File: src/rtl/fetch_pkg.sv
// fetch package: shared widths, line type, memory opcode and fsm state encodings
package fetch_pkg;

    // address and pc width
    localparam int XLEN = 64;

    // one instruction word
    localparam int INSTR_W = 32;

    // cache line and memory word, four instructions
    localparam int LINE_W = 128;

    // cycles from a sampled memory request to memory ready
    localparam int MEM_LATENCY = 2;

    typedef logic [LINE_W-1:0] line_t;

    // memory access type, one bit on the wire
    typedef enum logic {
        MEM_READ  = 1'b0,
        MEM_WRITE = 1'b1
    } mem_op_e;

    // icache refill fsm
    typedef enum logic [1:0] {
        IC_IDLE      = 2'd0,
        IC_LOOKUP    = 2'd1,
        IC_REFILL    = 2'd2,
        IC_FILL_WAIT = 2'd3
    } icache_state_e;

    // memory grant owner
    typedef enum logic [1:0] {
        ARB_IDLE = 2'd0,
        ARB_IC   = 2'd1,
        ARB_DP   = 2'd2
    } arb_state_e;

endpackage

File: src/rtl/mem_arbiter.sv
// memory arbiter: icache refill has priority over the data port, grant held until ready
module mem_arbiter #(
    parameter  int MEM_LINES = 256,
    localparam int MA_W      = $clog2(MEM_LINES)
) (
    input  logic                       clk,
    input  logic                       rst,
    // icache refill side, read only
    input  logic                       ic_req_i,
    input  logic [fetch_pkg::XLEN-1:0] ic_addr_i,
    output fetch_pkg::line_t           ic_rdata_o,
    output logic                       ic_ready_o,
    // external data port
    input  logic                       dp_req_i,
    input  fetch_pkg::mem_op_e         dp_op_i,
    input  logic [fetch_pkg::XLEN-1:0] dp_addr_i,
    input  fetch_pkg::line_t           dp_wdata_i,
    output fetch_pkg::line_t           dp_rdata_o,
    output logic                       dp_ready_o,
    // shared memory
    output logic                       mem_req_o,
    output fetch_pkg::mem_op_e         mem_op_o,
    output logic [MA_W-1:0]            mem_addr_o,
    output fetch_pkg::line_t           mem_wdata_o,
    input  fetch_pkg::line_t           mem_rdata_i,
    input  logic                       mem_ready_i
);
    import fetch_pkg::*;

    arb_state_e state_q;

    // grant takes a cycle, so the request reaches memory one cycle after it is raised
    always_ff @(posedge clk) begin
        if (rst) begin
            state_q <= ARB_IDLE;
        end else begin
            case (state_q)
                ARB_IDLE: begin
                    // fixed priority, icache first
                    if (ic_req_i) begin
                        state_q <= ARB_IC;
                    end else if (dp_req_i) begin
                        state_q <= ARB_DP;
                    end
                end
                ARB_IC, ARB_DP: begin
                    if (mem_ready_i) begin
                        state_q <= ARB_IDLE;
                    end
                end
                default: begin
                    state_q <= ARB_IDLE;
                end
            endcase
        end
    end

    assign mem_req_o = (state_q != ARB_IDLE);

    // byte address to line index, icache side only ever reads
    assign mem_op_o    = (state_q == ARB_DP) ? dp_op_i : MEM_READ;
    assign mem_addr_o  = (state_q == ARB_DP) ? dp_addr_i[4 +: MA_W] : ic_addr_i[4 +: MA_W];
    assign mem_wdata_o = dp_wdata_i;

    // read data fans out, ready only to the owner
    assign ic_rdata_o = mem_rdata_i;
    assign dp_rdata_o = mem_rdata_i;
    assign ic_ready_o = (state_q == ARB_IC) && mem_ready_i;
    assign dp_ready_o = (state_q == ARB_DP) && mem_ready_i;

    a_single_ready: assert property (@(posedge clk) disable iff (rst)
        !(ic_ready_o && dp_ready_o))
        else $error("icache and data port ready together");

    // memory only finishes an access this arbiter granted
    a_ready_granted: assert property (@(posedge clk) disable iff (rst)
        mem_ready_i |-> (state_q != ARB_IDLE))
        else $error("memory ready with no grant");

endmodule

File: config.mk
export PLATFORM = sky130hd
export DESIGN_NAME = mem_arbiter
export DESIGN_NICKNAME = d
export VERILOG_FILES = /design/src/rtl/fetch_pkg.sv /design/src/rtl/mem_arbiter.sv
export SDC_FILE = /design/constraint.sdc
export NUM_CORES = 1
export LEC_CHECK = 0
export BUFFER_PORTS_ARGS = -buffer_cell sky130_fd_sc_hd__buf_2
export CORE_AREA = 2 2 309 311
export DETAILED_ROUTE_END_ITERATION = 8
export DIE_AREA = 0 0 311 313
export PLACE_DENSITY = 0.31
export SLEW_MARGIN = 10
export SYNTH_ARGS = -nofsm -noshare
export SYNTH_HDL_FRONTEND = slang
export SYNTH_SLANG_ARGS = --single-unit
File: constraint.sdc
create_clock -name clk -period 1.2 [get_ports clk]
set_input_delay 0.06 -clock clk [delete_from_list [all_inputs] [get_ports clk]]
set_output_delay 0.06 -clock clk [all_outputs]
set_load 0.01 [all_outputs]
==> flow_summary.toml <==
[run_status]
outcome = "finished with violations"
violations = "negative setup slack"

[setup_path]
critPathSlowestCell = "dfxtp_2"
critPathRequiredTime_ns = 1.14
crit_path_start_kind = "register"
crit_buf_inv = 3
crit_fanout = 8
path_class = "register to output pin"
crit_chain = "inv_2, ha_4, buf_12, mux2_4, buf_6"
max_stage_delay_ns = 0.31
crit_arrival_ns = 1.44
crit_family = "buffers and inverters"
end_kind = "output pin"

[yosys]
synthCells = 413
yosys_most_used_dff = "dfxtp_1"
synth-edff-count = 0
yosys.cell_types.count = 14
netlist_area_um2 = 3180
yosysSeqAreaShare = 0.0126
syn_nets = 807
async_flop_share = 0
yosys_warnings = 0
synth.ff_latch_count = 2
syn_area_per_cell_um2 = 7.69

[sta]
tightest_slew_ns = 0.327
hold_violations = 0
period_needed_ns = 1.50
setup_tns_ns = -2.62
setup_ws_ns = -0.303
rsz0062_at_grt = "true"
fin_worst_skew_ns = 0.000548
final-setup-viol-count = 12
period_share = 1.25
finalMaxSlewViolations = 0
slew_headroom = 0.782
hold_slack_ns = 0.0331
fmax_mhz = 665

[pwr]
leakagePower_nw = 0.382
ir_worst_vdd_v = 0.000361
p_per_area_nw_per_um2 = 459

[floorplanning]
rows = 113
initial_core_util = 0.0337
die-area_um2 = 97300
die_w_um = 311
num_io_pins = 786
design.core.area_um2 = 94200
dieHeight_um = 313

[grt]
grt_pass1_wl_mm = 24.9
first_global_vias = 1121
antenna_found_initial = 3
overflow = 0
grtUsageTotal = 0.0440
grt_start_max_net_pins = 9

[detailed_routing]
wire_per_inst_um = 17.1
dr.pass1.iters = 3
ant_nets = 0
vias_per_cell = 0.741
num_vias = 991
initialDrtViolationCount = 20
drc_errors = 0
drt-total-wl_mm = 22.9

[finish]
most-common-layout-cells = "21 x buf_2, 14 x buf_6, 8 x mux2_4, 4 x ha_4"
nNetsFinal = 466
largest_reg_flops = 2
top_register = "state_q"
area_growth_pct = -26.0
fin_util = 0.0250
final_cells = 1337
reg_top3 = "state_q (2)"
final_common_cell = "buf_2"
drive_gt1_frac = 0.929

[job]
cap_violations = 0

[placed_design]
port_buffers = 33
detailed_place_hpwl_mm = 21.4
dp_cells = 1330
gp_congestion = 0.597

[clock_tree]
cts_tree = "yes"
cts-root-buf = "clkbuf_16"
insertion_delay_ns = 0.22
cts_max_level = 1
postCtsHoldBufs = 0
cts_buffers = 3
cts.sinks = 2
cts.path.max_buffers = 2
clkTransAtPathRegs_ns = 0.03

[min_path]
min_path_type = "primary input to register"
## layout make-up
cell class | instances | area (µm²)
inverters | 3 | 13.8
well taps | 1265 | 1580
multi-input cells | 23 | 323
clock buffers | 3 | 75.1
diodes | 2 | 5.00
fillers | 11346 | 91800
repair buffers | 39 | 305
flip-flops and latches | 2 | 45.0
## Yosys cell counts, types with 2 or more instances
library cell | n | share of area
nand2b_1 | 2 | 0.0039
dfxtp_1 | 2 | 0.013
inv_1 | 3 | 0.0035
and2_2 | 2 | 0.0047
a21oi_2 | 2 | 0.0055
mux2_2 | 8 | 0.028
ha_1 | 4 | 0.016
buf_4 | 384 | 0.91
## where the power goes
part	switching, mW	internal [mW]
sequential	0.00647	0.0752
combinational	0.267	0.224
clock	0.0805	0.424
## through the flow
stage	setup WS, ns	power, mW	cell area [µm²]
floorplan	0.0622	1.53	3180
global placement	-0.381	0.463	2070
detailed placement	-0.397	0.462	2070
CTS	-0.299	1.08	2310
global route	-0.333	1.13	2340
finish	-0.303	1.08	2350
## metal layers
| metal | part of all wire | track usage |
|---|---|---|
| met5 | 0.0047 | 0.00774 |
| met4 | 0.092 | 0.0352 |
| met3 | 0.29 | 0.0554 |
| met2 | 0.38 | 0.0592 |
| met1 | 0.24 | 0.0312 |
## final timing paths
check	cells past startpoint	slack [ns]	startpoint	to
worst max register to register	6	-0.03	state_q[0]$_SDFFE_PP0P_	state_q[0]$_SDFFE_PP0P_
worst max-delay path	5	-0.30	state_q[0]$_SDFFE_PP0P_	mem_addr_o[6]
worst min register to register	4	0.72	state_q[0]$_SDFFE_PP0P_	state_q[0]$_SDFFE_PP0P_
worst min-delay path	2	0.03	rst	state_q[0]$_SDFFE_PP0P_
## what timing repair did
item,CTS,global route
gates resized for setup,36,8
pin swaps,2,3
buffers inserted,2,3
setup endpoints to repair,14,14
## kinds of logic after synthesis
| group | Yosys count | share of synthesized area |
|---|---|---|
| buf+inv | 388 | 0.915 |
| simple gates | 7 | 0.0165 |
| fa+ha+maj | 4 | 0.0158 |
| flops | 2 | 0.0126 |
| compound gates | 4 | 0.0118 |
| mux | 8 | 0.0284 |
Power figures use the tool's default switching activity.
