$ cat src/rtl/fetch_pkg.sv
// fetch package: shared widths, line type, memory opcode and fsm state encodings
package fetch_pkg;

    // address and pc width
    localparam int XLEN = 64;

    // one instruction word
    localparam int INSTR_W = 32;

    // cache line and memory word, four instructions
    localparam int LINE_W = 128;

    // cycles from a sampled memory request to memory ready
    localparam int MEM_LATENCY = 2;

    typedef logic [LINE_W-1:0] line_t;

    // memory access type, one bit on the wire
    typedef enum logic {
        MEM_READ  = 1'b0,
        MEM_WRITE = 1'b1
    } mem_op_e;

    // icache refill fsm
    typedef enum logic [1:0] {
        IC_IDLE      = 2'd0,
        IC_LOOKUP    = 2'd1,
        IC_REFILL    = 2'd2,
        IC_FILL_WAIT = 2'd3
    } icache_state_e;

    // memory grant owner
    typedef enum logic [1:0] {
        ARB_IDLE = 2'd0,
        ARB_IC   = 2'd1,
        ARB_DP   = 2'd2
    } arb_state_e;

endpackage

$ cat src/rtl/icache.sv
// direct-mapped instruction cache, 128-bit lines, refilled from the memory arbiter
module icache #(
    parameter int IC_SETS = 16
) (
    input  logic                       clk,
    input  logic                       rst,
    input  logic [fetch_pkg::XLEN-1:0] cpu_addr_i,
    input  logic                       cpu_req_i,
    output logic [63:0]                cpu_rdata_o,
    output logic                       cpu_ready_o,
    output logic                       mem_req_o,
    output logic [fetch_pkg::XLEN-1:0] mem_addr_o,
    input  fetch_pkg::line_t           mem_rdata_i,
    input  logic                       mem_ready_i
);
    import fetch_pkg::*;

    // 16 bytes per line, so bits [3:0] are the offset
    localparam int IDX_W = $clog2(IC_SETS);
    localparam int TAG_W = XLEN - 4 - IDX_W;

    icache_state_e state_q;

    // request address split into line address and 64-bit half
    logic [XLEN-1:4]   line_addr_q;
    logic              half_q;
    logic [IDX_W-1:0]  idx;
    logic [TAG_W-1:0]  tag;

    // tag, valid and data arrays
    logic [TAG_W-1:0]  tag_q [IC_SETS];
    logic [IC_SETS-1:0] valid_q;
    line_t             data_q [IC_SETS];

    line_t             line_sel;
    logic [63:0]       half_sel;
    logic              hit;

    assign idx = line_addr_q[IDX_W+3:4];
    assign tag = line_addr_q[XLEN-1:IDX_W+4];

    assign line_sel = data_q[idx];
    assign half_sel = half_q ? line_sel[LINE_W-1:64] : line_sel[63:0];
    assign hit      = valid_q[idx] && (tag_q[idx] == tag);

    // refill request held for the whole REFILL state, line aligned
    assign mem_req_o  = (state_q == IC_REFILL);
    assign mem_addr_o = {line_addr_q, 4'b0000};

    always_ff @(posedge clk) begin
        if (rst) begin
            state_q     <= IC_IDLE;
            valid_q     <= '0;
            cpu_ready_o <= 1'b0;
        end else begin
            cpu_ready_o <= 1'b0;
            case (state_q)
                IC_IDLE: begin
                    if (cpu_req_i) begin
                        state_q <= IC_LOOKUP;
                    end
                end
                IC_LOOKUP: begin
                    // hit answers two cycles after the request
                    if (hit) begin
                        cpu_ready_o <= 1'b1;
                        state_q     <= IC_IDLE;
                    end else begin
                        state_q <= IC_REFILL;
                    end
                end
                IC_REFILL: begin
                    if (mem_ready_i) begin
                        valid_q[idx] <= 1'b1;
                        state_q      <= IC_FILL_WAIT;
                    end
                end
                IC_FILL_WAIT: begin
                    // line is in the array now, answer from it
                    cpu_ready_o <= 1'b1;
                    state_q     <= IC_IDLE;
                end
                default: begin
                    state_q <= IC_IDLE;
                end
            endcase
        end
    end

    // address latch, arrays and read data carry no reset
    always_ff @(posedge clk) begin
        if (state_q == IC_IDLE && cpu_req_i) begin
            line_addr_q <= cpu_addr_i[XLEN-1:4];
            half_q      <= cpu_addr_i[3];
        end
        if (state_q == IC_REFILL && mem_ready_i) begin
            tag_q[idx]  <= tag;
            data_q[idx] <= mem_rdata_i;
        end
        if ((state_q == IC_LOOKUP && hit) || state_q == IC_FILL_WAIT) begin
            cpu_rdata_o <= half_sel;
        end
    end

    // refill request may not drop or move before the memory answers
    a_refill_held: assert property (@(posedge clk) disable iff (rst)
        (mem_req_o && !mem_ready_i) |=> (mem_req_o && $stable(mem_addr_o)))
        else $error("refill request dropped or address changed before ready");

endmodule

$ cat config.mk
export PLATFORM = sky130hd
export DESIGN_NAME = icache
export DESIGN_NICKNAME = d
export VERILOG_FILES = /design/src/rtl/fetch_pkg.sv /design/src/rtl/icache.sv
export SDC_FILE = /design/constraint.sdc
export NUM_CORES = 2
export LEC_CHECK = 0
export BUFFER_PORTS_ARGS = -buffer_cell sky130_fd_sc_hd__buf_4
export CORE_MARGIN = 4
export CORE_UTILIZATION = 41
export CTS_CLUSTER_SIZE = 30
export DETAILED_ROUTE_END_ITERATION = 12
export GPL_TIMING_DRIVEN = 0
export PLACE_DENSITY = 0.61
export SYNTH_ARGS = -nofsm -noshare
export SYNTH_HDL_FRONTEND = slang
export SYNTH_SLANG_ARGS = --single-unit
$ cat constraint.sdc
create_clock -name clk -period 18.96 [get_ports clk]
set_clock_uncertainty 0.15 [all_clocks]
set_input_delay 1.896 -clock clk [delete_from_list [all_inputs] [get_ports clk]]
set_output_delay 1.896 -clock clk [all_outputs]
set_load 0.01 [all_outputs]
==> impl_metrics.toml <==
[outcome]
status = "finished, final reports clean"

[power_and_ir_drop]
power.total_mw = 15.27
p_leak_nw = 44.48
power_density_nw_per_um2 = 109.8
irDropWorstVdd_v = 0.00009215

[synth]
yosys.area_share.xor_xnor_pct = 0.5065
yosysTopAreaCell = "edfxtp_1"
synthCells = 4934
synthMuxAreaShare_pct = 17.22
synth-seq-cells = 3092
synth_compound_area_share_pct = 0.9917
ys_dominant_reg_cell = "edfxtp_1"
synthAdderAreaFrac_pct = 0
yosysSeqAreaShare_pct = 78.76
synth_cell_types = 67
ys_top_cells_by_area = "edfxtp_1 78%, mux4_2 16%, mux2i_1 1.1%, nand2_1 0.61%, buf_2 0.42%"
synth_top_family_by_area = "multiplexers"
synthSimpleGateAreaFrac_pct = 1.290
synth_top_area_share_pct = 78.37
synth.avg_cell_area_um2 = 23.83
ys_warn_count = 0
synth_async_sr_flop_share_pct = 0
synth_area_um2 = 117600
synth_edf_count = 3069

[routing]
num_vias = 57760
dr.pass1.iters = 5
wirelength_um = 326200
antenna_left = 0
wire_per_inst_um = 33.10
drtIter0Drc = 7527
route.detailed.drc = 0
vias_per_cell = 5.861

[critical_path]
crit_top_cell = "clkbuf_1"
cp.arrival_ns = 7.10
crit_type = "flop to flop"
slowest_stage = "buf_1"
cp_cell_sequence = "buf_4, buf_2, clkbuf_1, clkbuf_1, buf_1, a41oi_1, nor4_1, and4_1, a41o_4, buf_16"
cpPeakStageDelay_ns = 0.89
worst_setup_path_end_kind = "flop"
crit_path_max_fanout = 38
crit_required_ns = 19.31
cp-start-kind = "flop"

[global_routing]
globalRouteTotalUtil_pct = 21.87
first_global_vias = 58480
grt_overflow = 0
antenna_found_initial = 50
grt_max_degree = 39
grt_pass1_wl_um = 454600

[timing]
tns_ns = 0
drv_slew = 0
hold_viol_final = 0
timing.fmax_mhz = 148.1
period_share_pct = 35.61
postLayoutSetupSlackWorst_ns = 12.21
min_period_ns = 6.751
setup_viol = 0
slew_headroom_pct = 1.541
rsz0062_at_grt = "no"
worstMarginPinSlew_ns = 1.477

[final_layout]
post-route-util_pct = 48.76
fin_cells = 9854
nets = 6020
synthToLayoutAreaGrowth_pct = 18.26
drive_above_1_share_pct = 33.62

[placed_design]
port_buffers = 317
placed_cells = 9257
hpwl_um = 213400
gp_congestion = 0.8072
pre_cts_ws_ns = 12.38

[clock_tree]
cts_tree = "built"
postCtsSetupBuffers = 0
cts_hold_repair.buffers = 0
cts_made_buffers = 327
htree_levels = 5
postCtsResizedCells = 0
clkTransAtPathRegs_ns = 0.06
clockBufferDepth = 4
cts_root_buffer = "clkbuf_16"
clock_latency_ns = 0.92
cts_sinks = 3092

[floorplanning]
initial_utilization_pct = 41.23
die_y_um = 543.5
pin_count = 326
fp-row-count = 196
die_width_um = 543.5
core-area_um2 = 285200
dieArea_um2 = 295400

[flow_run]
cap_violations = 0

[min_path]
hp-class = "flop to flop"
[per-layer routing]
metal	GRT usage (%)	share of wire (%)	up-vias
met1	30.83	40	31320
met4	6.338	3.0	16
met2	35.03	48	2983
met3	4.138	9.2	527
li1	-	-	22910
met5	0	0.035	-
[final cells by class]
cell class | instances | area (um2)
Antenna cell | 15 | 37.54
Tap cell | 3762 | 4707
Buffer | 250 | 1386
Inverter | 15 | 56.30
Fill cell | 22750 | 146100
Sequential cell | 3092 | 92620
Clock inverter | 149 | 1446
Clock buffer | 433 | 8811
Timing Repair Buffer | 558 | 6324
Multi-Input combinational cell | 1580 | 23680
[cells in the mapped netlist, drive strengths merged, types with 10 or more instances]
master / instances
mux2: 39
nor2: 76
xnor2: 38
a221oi: 14
a21oi: 20
o22ai: 14
dfxtp: 23
nand2b: 10
mux2i: 132
o21ai: 29
inv: 14
nand3: 13
clkbuf: 56
a22oi: 24
buf: 194
edfxtp: 3069
mux4: 821
xor2: 30
a31oi: 10
nand2: 190
nor3: 16
[power by group]
group	internal (mW)	switching (mW)
clock	3.52	2.65
sequential	7.58	0.0696
combinational	0.609	0.845
[cells by family (layout without fill, tap and decap cells)]
family                 after synthesis  in the layout
AND/OR/NAND/NOR                    353            353
multiplexers                       992            992
XOR/XNOR                            68             68
other                                1             19
AO/OA/AOI/OAI                      163            163
buffers and inverters              265           1405
flip-flops                        3092           3092
[path summary, 6_finish.rpt]
check        cells after the start  slack, ns        start         endpoint
max                             10      12.21         flop  cpu_rdata_o[18]
min                              2       0.32  valid_q[14]      valid_q[14]
max reg2reg                     10      12.21         flop  cpu_rdata_o[18]
min reg2reg                      2       0.32  valid_q[14]      valid_q[14]
[stage by stage]
stage                     area (um2)  hold WS, ns
after floorplan               117600       0.2848
after global placement        124700       0.2941
after detailed placement      128800       0.3075
after CTS                     139000       0.3227
after global routing          139100       0.3562
final                         139100       0.3185
[critical path: cells and delay by family (launching register included)]
family / cells / cell delay (ns)
buffers and inverters: 6 / 3.20
AND/OR/NAND/NOR: 2 / 1.35
AO/OA/AOI/OAI: 2 / 1.02
flip-flops: 1 / 0.31
[flip-flops by register name, summed over array words and instances (netlist names), named ones only]
signal and count:
cpu_ready_o 1, line_addr_q 60, state_q 1, valid_q 16, half_q 1, tag_q 896
cpu_rdata_o 64, data_q 2048
[placed cells by master (no fill, tap or decap), drive strengths merged, types with 13 or more instances in the layout]
| master | count |
|---|---|
| nand3 | 13 |
| inv | 26 |
| a22oi | 24 |
| clkinv | 115 |
| dfxtp | 23 |
| nor2 | 76 |
| nand2 | 190 |
| buf | 752 |
| a21oi | 20 |
| o22ai | 14 |
| o21ai | 29 |
| diode | 15 |
| mux2 | 39 |
| mux2i | 132 |
| xor2 | 30 |
| clkbuf | 489 |
| bufinv | 17 |
| edfxtp | 3069 |
| mux4 | 821 |
| a221oi | 14 |
| xnor2 | 38 |
| nor3 | 16 |
No activity file was read; power rests on OpenSTA's default activity.
