[src/rtl/fetch_pkg.sv]
// fetch package: shared widths, line type, memory opcode and fsm state encodings
package fetch_pkg;

    // address and pc width
    localparam int XLEN = 64;

    // one instruction word
    localparam int INSTR_W = 32;

    // cache line and memory word, four instructions
    localparam int LINE_W = 128;

    // cycles from a sampled memory request to memory ready
    localparam int MEM_LATENCY = 2;

    typedef logic [LINE_W-1:0] line_t;

    // memory access type, one bit on the wire
    typedef enum logic {
        MEM_READ  = 1'b0,
        MEM_WRITE = 1'b1
    } mem_op_e;

    // icache refill fsm
    typedef enum logic [1:0] {
        IC_IDLE      = 2'd0,
        IC_LOOKUP    = 2'd1,
        IC_REFILL    = 2'd2,
        IC_FILL_WAIT = 2'd3
    } icache_state_e;

    // memory grant owner
    typedef enum logic [1:0] {
        ARB_IDLE = 2'd0,
        ARB_IC   = 2'd1,
        ARB_DP   = 2'd2
    } arb_state_e;

endpackage

[src/rtl/pc_fetch_unit.sv]
// fetch unit: holds the pc, issues one cache request per pc update and selects the word
module pc_fetch_unit #(
    parameter logic [fetch_pkg::XLEN-1:0] RESET_PC = 64'h80000000
) (
    input  logic                          clk,
    input  logic                          rst,
    input  logic                          dnpc_valid_i,
    input  logic                          block_i,
    input  logic [fetch_pkg::XLEN-1:0]    dnpc_i,
    output logic [fetch_pkg::XLEN-1:0]    pc_o,
    output logic [fetch_pkg::INSTR_W-1:0] instr_o,
    output logic                          instr_valid_o,
    output logic                          cpu_req_o,
    input  logic [63:0]                   cpu_rdata_i,
    input  logic                          cpu_ready_i
);
    import fetch_pkg::*;

    logic [XLEN-1:0]    pc_q;
    logic               pc_en;
    // a pc update still waiting for its cache request
    logic               pending_q;
    // one fetch in flight, between request and ready
    logic               busy_q;
    // pc[2] of the fetch in flight, picks the word out of the 64-bit half
    logic               word_sel_q;
    logic [INSTR_W-1:0] instr_q;
    logic               instr_valid_q;

    // block freezes the pc
    assign pc_en = dnpc_valid_i & ~block_i;

    // request only when nothing is outstanding and not stalled
    assign cpu_req_o = pending_q & ~busy_q & ~block_i;

    assign pc_o          = pc_q;
    assign instr_o       = instr_q;
    assign instr_valid_o = instr_valid_q;

    always_ff @(posedge clk) begin
        if (rst) begin
            pc_q          <= RESET_PC;
            // first fetch from the reset pc goes out without a redirect
            pending_q     <= 1'b1;
            busy_q        <= 1'b0;
            instr_valid_q <= 1'b0;
        end else begin
            if (pc_en) begin
                pc_q <= dnpc_i;
            end
            // a new update keeps the flag even if the old one is issued now
            pending_q <= pc_en | (pending_q & ~cpu_req_o);
            if (cpu_req_o) begin
                busy_q <= 1'b1;
            end else if (cpu_ready_i) begin
                busy_q <= 1'b0;
            end
            // one-cycle pulse, a cycle after the cache answers
            instr_valid_q <= cpu_ready_i;
        end
    end

    // payload, qualified by busy_q and instr_valid_q
    always_ff @(posedge clk) begin
        if (cpu_req_o) begin
            word_sel_q <= pc_q[2];
        end
        if (cpu_ready_i) begin
            instr_q <= word_sel_q ? cpu_rdata_i[INSTR_W +: INSTR_W] : cpu_rdata_i[INSTR_W-1:0];
        end
    end

    // a fetch still in flight next cycle blocks any new request
    a_one_outstanding: assert property (@(posedge clk) disable iff (rst)
        (busy_q && !cpu_ready_i) |=> !cpu_req_o)
        else $error("cpu_req_o raised while a fetch is outstanding");

    // the cache answers only a request this unit made
    a_ready_has_req: assert property (@(posedge clk) disable iff (rst)
        cpu_ready_i |-> busy_q)
        else $error("cpu_ready_i without an outstanding fetch");

endmodule

[config.mk]
export PLATFORM = sky130hd
export DESIGN_NAME = pc_fetch_unit
export DESIGN_NICKNAME = d
export VERILOG_FILES = /design/src/rtl/fetch_pkg.sv /design/src/rtl/pc_fetch_unit.sv
export SDC_FILE = /design/constraint.sdc
export NUM_CORES = 1
export LEC_CHECK = 0
export BUFFER_PORTS_ARGS = -buffer_cell sky130_fd_sc_hd__buf_2
export CORE_MARGIN = 4
export CORE_UTILIZATION = 45
export CTS_CLUSTER_SIZE = 14
export DETAILED_ROUTE_END_ITERATION = 6
export PLACE_DENSITY = 0.77
export SYNTH_ARGS = -nofsm -noshare
export SYNTH_HDL_FRONTEND = slang
export SYNTH_SLANG_ARGS = --single-unit
[constraint.sdc]
create_clock -name clk -period 2 [get_ports clk]
set_clock_uncertainty 0.15 [all_clocks]
set_input_delay 0.1 -clock clk [delete_from_list [all_inputs] [get_ports clk]]
set_output_delay 0.1 -clock clk [all_outputs]
set_load 0.005 [all_outputs]
==> run_results.csv, run 1 <==
group,metric,value,unit
outcome,status,"finished, final reports clean",
cells_and_area,layout-drive-gt1-share,41.0,%
clock_network,post_cts_buffers,0,
cells_and_area,multi_input_area,1770,µm²
timing,slew_viol_final,0,
yosys,ys_warn_count,0,
clock_network,clkLatencyLatePin,0.34,ns
clock_network,cts_root_buf,"clkbuf_8",
critical_path,worstPathRequired,1.96,ns
critical_path,r2r-start,"word_sel_q",
floorplan,start_util,47.0,%
min_path,hold_path.startpoint,"dnpc_i[52]",
yosys,synth.distinct_cells,23,
clock_network,ctsHtreeMaxLevel,3,
detailed_routing,first_pass_iters,4,
cells_and_area,postLayoutCellArea,6970,µm²
min_path,hold_path.class,"in2reg",
detailed_routing,viasPerCell,5.26,
detailed_routing,wirelength,14.6,mm
floorplan,die_w,107,µm
detailed_routing,dr.first_iter.drc_count,205,
detailed_routing,ant_nets,0,
cells_and_area,final_nets,779,
floorplan,fp.dieH,107,µm
timing,fmax,511,MHz
critical_path,critPathCaptureType,"flop",
critical_path,arrival,1.92,ns
cells_and_area,syn_to_final_growth,58.3,%
pwr,p_total,4300,µW
critical_path,cp_top_family,"buffers and inverters",
yosys,synth_top_family_by_area,"simple AND/OR/NAND/NOR gates",
critical_path,worst_path_largest_cell_delay,0.57,ns
detailed_routing,post-route-drc-count,0,
global_route,grt_pass1_wl,22.6,mm
pwr,p_leak,0.00327,µW
critical_path,critPathLaunch,"word_sel_q",
timing,period_needed,1.96,ns
critical_path,crit_chain,"buf_8 -> mux2_1 -> dlygate4sd3_1",
floorplan,fp-row-count,35,
yosys,synthMuxAreaShare,8.41,%
clock_network,cts_buffers,9,
timing,finalHoldViolations,0,
floorplan,dieArea,11400,µm²
critical_path,crit_slowest_cell,"dlygate4sd3_1",
yosys,synthCells,308,
yosys,synthFlopType,"dfxtp_1",
global_route,grt_antenna_before_repair,0,
critical_path,critPathBufInv,2,
timing,tightest_slew,0.786,ns
cells_and_area,utilization,74.4,%
critical_path,critPathLaunchType,"flop",
clock_network,cts.clk_slew.worst_paths,0.11,ns
cells_and_area,layout_common_cells,"buf_2 (230), dlygate4sd3_1 (128), dfxtp_1 (67)",
placement,placed_area,5490,µm²
yosys,synth_area,4410,µm²
timing,fin_hold_ws,0.0247,ns
global_route,grt_use_total,24.9,%
timing,setup_viol,0,
placement,hpwl,8.42,mm
detailed_routing,wl_per_cell,18.7,µm
cells_and_area,final_common_cell,"buf_2",
floorplan,core,9370,µm²
job,drv_cap,0,
pwr,p_per_area,617,nW/µm²
clock_network,clk_path_buf_depth,2,
clock_network,cts_sinks,100,
placement,port-buffer-count,230,
clock_network,cts_tree,"done",
global_route,grt_pass1_vias,4367,
critical_path,critPathKind,"reg2reg",
floorplan,io_pins,231,
yosys,synthXorXnorAreaFrac,0,%
timing,fin_crit_sh,97.8,%
yosys,avgSynthCellArea,14.3,µm²
cells_and_area,regArea,2330,µm²
yosys,synth.net_count,441,
cells_and_area,fill_cells,607,
global_route,overflow,0,
yosys,ys_seq_elements,100,
yosys,synth-simple-area-share,18.9,%
yosys,synth-adder-area-share,0,%
yosys,async_flop_share,0,%
timing,slew_headroom,47.6,%
placement,gp_congestion,0.713,
yosys,synth-edff-count,33,
global_route,grt_max_degree,66,
detailed_routing,num_vias,4106,
yosys,ys_seq_area_share,52.9,%
yosys,synth_compound_area_share,12.8,%
critical_path,cp_max_fo,32,
pwr,ir_worst_vdd,0.409,mV
[flip-flops by register name, indices dropped and copies added (netlist names)]
| name | flops |
|---|---|
| instr_valid_o | 1 |
| busy_q | 1 |
| pc_o | 64 |
| pending_q | 1 |
| instr_o | 32 |
| word_sel_q | 1 |
[stage by stage]
stage          TNS (ns)  cells  worst slack, ns
2_1_floorplan         0    308            0.623
3_3_place_gp          0    636            0.536
3_5_place_dp          0    636            0.519
4_1_cts               0    780           0.0136
5_1_grt         -0.0136    780          -0.0136
6_report              0    781           0.0445
[path summary, 6_finish.rpt]
| check | slack (ns) | end | cells past startpoint |
|---|---|---|---|
| worst max-delay path | 0.04 | instr_o[8] | 3 |
| worst min-delay path | 0.02 | pc_o[52] | 3 |
| worst max register to register | 0.04 | instr_o[8] | 3 |
| worst min register to register | 0.32 | word_sel_q | 0 |
[per-layer routing]
layer	global-route usage (%)	share of wire [%]
met5	0	0
met4	10.3	3.1
met3	6.74	7.5
met2	43.6	50
met1	28.6	39
[cells in the mapped netlist, types with 2 or more instances]
cell	number	area share, %
mux2_1	26	6.6
and4bb_2	7	2.0
dfxtp_1	67	30
buf_6	5	1.3
clkbuf_1	5	0.43
nor2_1	2	0.17
a31o_1	63	13
and4bb_1	56	16
mux2_2	6	1.5
edfxtp_1	33	22
buf_4	2	0.34
buf_2	20	2.3
buf_8	5	1.7
nor2b_1	2	0.28
[cells by family (layout without fill, tap and decap cells)]
kind of cell           count (synthesis)  in the layout
buffers and inverters                 40            383
AO/OA/AOI/OAI                         65             65
flip-flops                           100            100
other                                  0              1
AND/OR/NAND/NOR                       70             70
multiplexers                          33             33
[repair_timing]
item,4_1_cts,5_1_grt
setup endpoints to repair,0,3
endpoints found under the hold margin,96,0
gates resized for setup,0,2
hold buffers,128,0
[layout make-up]
cell class / instances / share of cell area (%)
repair buffers: 366 / 36.0
flip-flops and latches: 100 / 33.5
multi-input cells: 168 / 25.4
well taps: 129 / 2.32
clock buffers: 12 / 2.24
clock inverters: 4 / 0.449
inverters: 1 / 0.0897
diodes: 1 / 0.0359
[power by group]
| part | leakage, µW | switching (µW) | internal, µW |
|---|---|---|---|
| registers | 0.000872 | 50.0 | 2220 |
| clock network | 0.0000927 | 704 | 539 |
| logic | 0.00231 | 312 | 472 |
[tightest hold or removal path: cells and delay by family]
kind / cells / cell delay, ns
AO/OA/AOI/OAI: 1 / 0.09
AND/OR/NAND/NOR: 1 / 0.22
buffers and inverters: 1 / 0.08
Power figures use the tool's default switching activity.
==> inputs of run 2 (changes only) <==
--- a/config.mk
+++ b/config.mk
@@ -8,8 +8,8 @@
 export BUFFER_PORTS_ARGS = -buffer_cell sky130_fd_sc_hd__buf_2
 export CORE_MARGIN = 4
-export CORE_UTILIZATION = 45
+export CORE_UTILIZATION = 40
 export CTS_CLUSTER_SIZE = 14
 export DETAILED_ROUTE_END_ITERATION = 6
-export PLACE_DENSITY = 0.77
+export PLACE_DENSITY = 0.69
 export SYNTH_ARGS = -nofsm -noshare
 export SYNTH_HDL_FRONTEND = slang
==> constraint.sdc (replaced) <==
create_clock -name clk -period 2 [get_ports clk]
set_clock_uncertainty 0.15 [all_clocks]
set_input_delay 0.3 -clock clk [delete_from_list [all_inputs] [get_ports clk]]
set_output_delay 0.3 -clock clk [all_outputs]
set_load 0.005 [all_outputs]
==> run 2 against run 1 <==
Non-clock buffer count is 126 lower. Largest power group unchanged. Register-to-register slack better by 0.47 ns. Global-route usage is 7.2 points lower. Critical endpoint is now cpu_req_o. Utilization is 21 points lower. Final cell count is 15% lower.
==> run_results.csv, run 2 (synthesized netlist as in run 1, its figures left out) <==
group,metric,value,unit
pwr,ir_worst_vdd,0.334,mV
clock_network,ctsHtreeMaxLevel,3,
outcome,status,"finished, final reports clean",
placement,post-place-ws,0.423,ns
detailed_routing,first_pass_iters,4,
critical_path,crit_slowest_cell,"nor3b_1",
detailed_routing,ant_nets,0,
timing,slew_headroom,73.2,%
timing,tns,0,ns
timing,setup_viol,0,
pwr,p_per_area,693,nW/µm²
detailed_routing,wirelength,11.5,mm
critical_path,worstSetupEndpoint,"cpu_req_o",
timing,tightest_slew,0.402,ns
detailed_routing,viasPerCell,5.09,
critical_path,critPathLaunchType,"flop",
cells_and_area,final_nets,653,
floorplan,fp-row-count,38,
cells_and_area,postLayoutCellArea,5740,µm²
clock_network,cts_buffers,9,
detailed_routing,dr.first_iter.drc_count,113,
pwr,p_leak,0.00275,µW
critical_path,arrival,1.27,ns
floorplan,dieArea,12800,µm²
detailed_routing,post-route-drc-count,0,
timing,fin_ws,0.277,ns
critical_path,worst_path_largest_cell_delay,0.37,ns
critical_path,critPathKind,"reg2out",
global_route,grt_max_degree,49,
clock_network,cts_root_buf,"clkbuf_8",
clock_network,cts_resized,0,
timing,rsz0062_at_grt,"no",
timing,period_needed,1.72,ns
floorplan,core,10800,µm²
cells_and_area,num_antenna_cells,0,
global_route,grt_use_total,17.7,%
placement,gp_congestion,0.762,
critical_path,r2r-start,"word_sel_q",
floorplan,die_w,113,µm
floorplan,start_util,40.8,%
min_path,hold_path.class,"in2reg",
job,drv_cap,0,
pwr,p_total,3980,µW
placement,placed_area,5570,µm²
global_route,overflow,0,
cells_and_area,layout-drive-gt1-share,51.0,%
floorplan,fp.dieH,113,µm
clock_network,clkLatencyLatePin,0.36,ns
cells_and_area,layout_common_cells,"buf_2 (230), dfxtp_1 (67), a31o_1 (63)",
clock_network,post_cts_buffers,0,
critical_path,worstPathRequired,1.55,ns
global_route,grt_antenna_before_repair,0,
timing,finalHoldViolations,0,
detailed_routing,num_vias,3388,
critical_path,r2r-end,"instr_o[12]",
cells_and_area,utilization,53.2,%
clock_network,cts_hold_buf,0,
global_route,grt_pass1_wl,18.0,mm
clock_network,clk_path_buf_depth,2,
critical_path,critPathLaunch,"busy_q",
cells_and_area,syn_to_final_growth,30.2,%
global_route,grt_pass1_vias,3554,
clock_network,cts_tree,"done",
timing,fmax,580,MHz
clock_network,cts_sinks,100,
timing,slew_viol_final,0,
timing,fin_crit_sh,86.2,%
floorplan,io_pins,231,
critical_path,reg2reg_setup_slack,0.51,ns
cells_and_area,fill_cells,942,
placement,hpwl,8.46,mm
cells_and_area,final_common_cell,"buf_2",
critical_path,crit_chain,"nor3b_1 -> buf_2",
clock_network,cts.clk_slew.worst_paths,0.10,ns
placement,port-buffer-count,230,
critical_path,cp_max_fo,3,
critical_path,critPathCaptureType,"primary output",
critical_path,rr_worst_depth,2,
detailed_routing,wl_per_cell,17.3,µm
cells_and_area,largest_reg_flops,64,
run 2: worst max-delay path, delay by kind of cell, from the launching register on:
| kind | cells | cell delay (ns) |
|---|---|---|
| and+or+nand+nor | 1 | 0.37 |
| buffers and inverters | 1 | 0.21 |
| DFF | 1 | 0.33 |
run 2: metal layers:
metal / track usage (%) / vias up / share of wire (%)
li1: - / 1642 / -
met2: 30.5 / 148 / 49
met3: 6.31 / 12 / 10
met5: 0 / - / 0
met4: 5.45 / 0 / 1.1
met1: 20.5 / 1586 / 40
run 2: worst min path at each step:
stage / slack (ns) / to / depth (start not counted) / start
5_1_grt: 0.04 / instr_o[2] / 2 / cpu_rdata_i[2]
4_1_cts: 0.03 / pc_o[31] / 3 / dnpc_i[31]
3_3_place_gp: 0.30 / pc_o[23] / 1 / pc_o[23]
2_1_floorplan: 0.26 / instr_o[0] / 0 / cpu_ready_i
3_5_place_dp: 0.31 / pc_o[16] / 1 / pc_o[16]
6_report: 0.05 / pc_o[31] / 3 / dnpc_i[31]
run 2: area by class of cell:
cell class / count / area (µm²) / share of cell area [%]
sequential: 100 / 2330 / 40.6
multi-input combinational: 168 / 1770 / 30.8
timing repair buffer: 240 / 1290 / 22.5
tap: 140 / 175 / 3.05
clock buffer: 10 / 128 / 2.22
clock inverter: 6 / 38.8 / 0.676
inverter: 1 / 6.26 / 0.109
run 2: power by group:
| group | leakage, µW | switching (µW) | total [µW] | internal, µW |
|---|---|---|---|---|
| registers | 0.000872 | 42.7 | 2260 | 2220 |
| clock network | 0.0000857 | 690 | 1140 | 452 |
| logic | 0.00180 | 256 | 573 | 317 |
| total | 0.00275 | 989 | 3980 | 2990 |
run 2: through the flow:
stage	hold slack [ns]	std cells
final	0.0494	665
after global routing	0.0394	665
after detailed placement	0.307	649
after CTS	0.0289	665
after floorplan	0.262	308
after global placement	0.303	649
==> inputs of run 3 (changes only) <==
Settings changed: RECOVER_POWER set to 100.
==> run 3 against run 2 <==
Flip-flop and latch count is the same. Maximum frequency decreased by 1.9%. Combinational power down 4.0%. Critical path depth stayed put. Non-clock buffer count is the same. Design area is 1.7% lower. Largest power group unchanged. Highest routed layer unchanged. Setup slack got worse by 0.034 ns. Total power is 0.53% lower. Clock power hardly changed. First-iteration DRC count is 12% lower. Routed wire length up 0.25%.
==> run_results.csv, run 3 (synthesized netlist as in run 1, its figures left out) <==
group,metric,value,unit
outcome,status,"finished, final reports clean",
pwr,p_seq_share,57.3,%
critical_path,cp_max_fo,32,
pwr,pwr-share-clk,28.8,%
min_path,hold_path.class,"in2reg",
pwr,ir_worst_vdd,0.335,mV
placement,port-buffer-count,230,
detailed_routing,wirelength,11.6,mm
clock_network,post_cts_buffers,0,
cells_and_area,largest_reg_flops,64,
timing,tightest_slew,0.784,ns
cells_and_area,layout_common_cells,"buf_2 (165), dfxtp_1 (67), clkbuf_1 (65)",
critical_path,critPathLaunchType,"flop",
cells_and_area,syn_to_final_growth,28.0,%
pwr,p_total,3960,µW
clock_network,ctsHtreeMaxLevel,3,
floorplan,core,10800,µm²
critical_path,critPathCaptureType,"flop",
clock_network,cts_hold_buf,0,
pwr,pwr-share-comb,13.9,%
clock_network,cts_root_buf,"clkbuf_8",
placement,hpwl,8.46,mm
global_route,grt_max_degree,49,
cells_and_area,fill_cells,970,
timing,fin_hold_ws,0.0508,ns
pwr,p_int,2970,µW
critical_path,reg2reg_setup_slack,0.24,ns
global_route,grt_pass1_wl,18.0,mm
critical_path,critPathKind,"reg2reg",
global_route,grt_antenna_before_repair,0,
detailed_routing,viasPerCell,5.10,
timing,tns,0,ns
job,drv_cap,0,
timing,setup_viol,0,
floorplan,die_w,113,µm
detailed_routing,dr.first_iter.drc_count,99,
detailed_routing,post-route-drc-count,0,
timing,fin_crit_sh,87.9,%
clock_network,cts_tree,"done",
detailed_routing,ant_nets,0,
placement,gp_congestion,0.762,
clock_network,cts_sinks,100,
critical_path,worstPathRequired,1.96,ns
floorplan,fp-row-count,38,
detailed_routing,first_pass_iters,4,
timing,finalHoldViolations,0,
timing,fin_ws,0.243,ns
cells_and_area,layout-drive-gt1-share,38.7,%
timing,rsz0062_at_grt,"no",
timing,slew_viol_final,0,
critical_path,rr_worst_depth,2,
cells_and_area,num_antenna_cells,0,
cells_and_area,postLayoutCellArea,5640,µm²
critical_path,r2r-end,"instr_o[12]",
pwr,p_sw,989,µW
placement,placed_area,5570,µm²
cells_and_area,final_common_cell,"buf_2",
pwr,p_sw_share,25.0,%
critical_path,critPathLaunch,"word_sel_q",
pwr,p_leak,0.00251,µW
global_route,overflow,0,
clock_network,cts_buffers,9,
placement,post-place-ws,0.423,ns
global_route,grt_pass1_vias,3554,
critical_path,worstSetupEndpoint,"instr_o[12]",
clock_network,cts_resized,0,
clock_network,cts.clk_slew.worst_paths,0.10,ns
floorplan,io_pins,231,
timing,slew_headroom,47.7,%
detailed_routing,num_vias,3389,
critical_path,arrival,1.72,ns
cells_and_area,final_nets,653,
detailed_routing,wl_per_cell,17.4,µm
clock_network,clkLatencyLatePin,0.36,ns
floorplan,fp.dieH,113,µm
floorplan,dieArea,12800,µm²
pwr,p_per_area,702,nW/µm²
timing,fmax,569,MHz
critical_path,r2r-start,"word_sel_q",
timing,period_needed,1.76,ns
clock_network,clk_path_buf_depth,2,
global_route,grt_use_total,17.7,%
floorplan,start_util,40.8,%
==> run 3: worst min path at each step <==
stage	startpoint	endpoint	slack, ns	depth (start not counted)
after global routing	cpu_rdata_i[2]	instr_o[2]	0.04	2
after detailed placement	pc_o[16]	pc_o[16]	0.31	1
after CTS	dnpc_i[31]	pc_o[31]	0.03	3
after global placement	pc_o[23]	pc_o[23]	0.30	1
after floorplan	cpu_ready_i	instr_o[0]	0.26	0
final	dnpc_i[31]	pc_o[31]	0.05	3
==> run 3: layer usage <==
metal,part of all wire [%],wire length (µm),track usage [%],vias up
met5,0,0,0,-
met4,1.3,149,5.45,0
met3,10,1150,6.31,14
met2,49,5700,30.5,145
met1,39,4560,20.5,1587
li1,-,-,-,1643
==> run 3: worst max-delay path, stage by stage (launching register included) <==
cell and delay (ns):
edfxtp_1 0.33, clkbuf_2 0.60, mux2_2 0.42
==> run 3: final cells by class <==
type	count	area (µm²)	share of cell area (%)
Tap cell	140	175	3.11
Sequential cell	100	2330	41.4
Clock inverter	6	38.8	0.688
Inverter	1	3.75	0.0666
Timing Repair Buffer	240	1190	21.1
Multi-Input combinational cell	168	1770	31.4
Clock buffer	10	128	2.26
==> run 3: power by group through the flow <==
stage	Combinational, µW	Clock (µW)	Sequential (µW)
final	550	1140	2270
after global routing	611	1270	2280
after CTS	589	1170	2270
after detailed placement	586	0	2310
after global placement	571	0	2310
after floorplan	278	0	2320
==> run 3: through the flow <==
step           cells  util (%)
6_report         665      52.2
4_1_cts          665      53.2
2_1_floorplan    308         -
3_3_place_gp     649      51.6
3_5_place_dp     649      51.6
5_1_grt          665      52.2
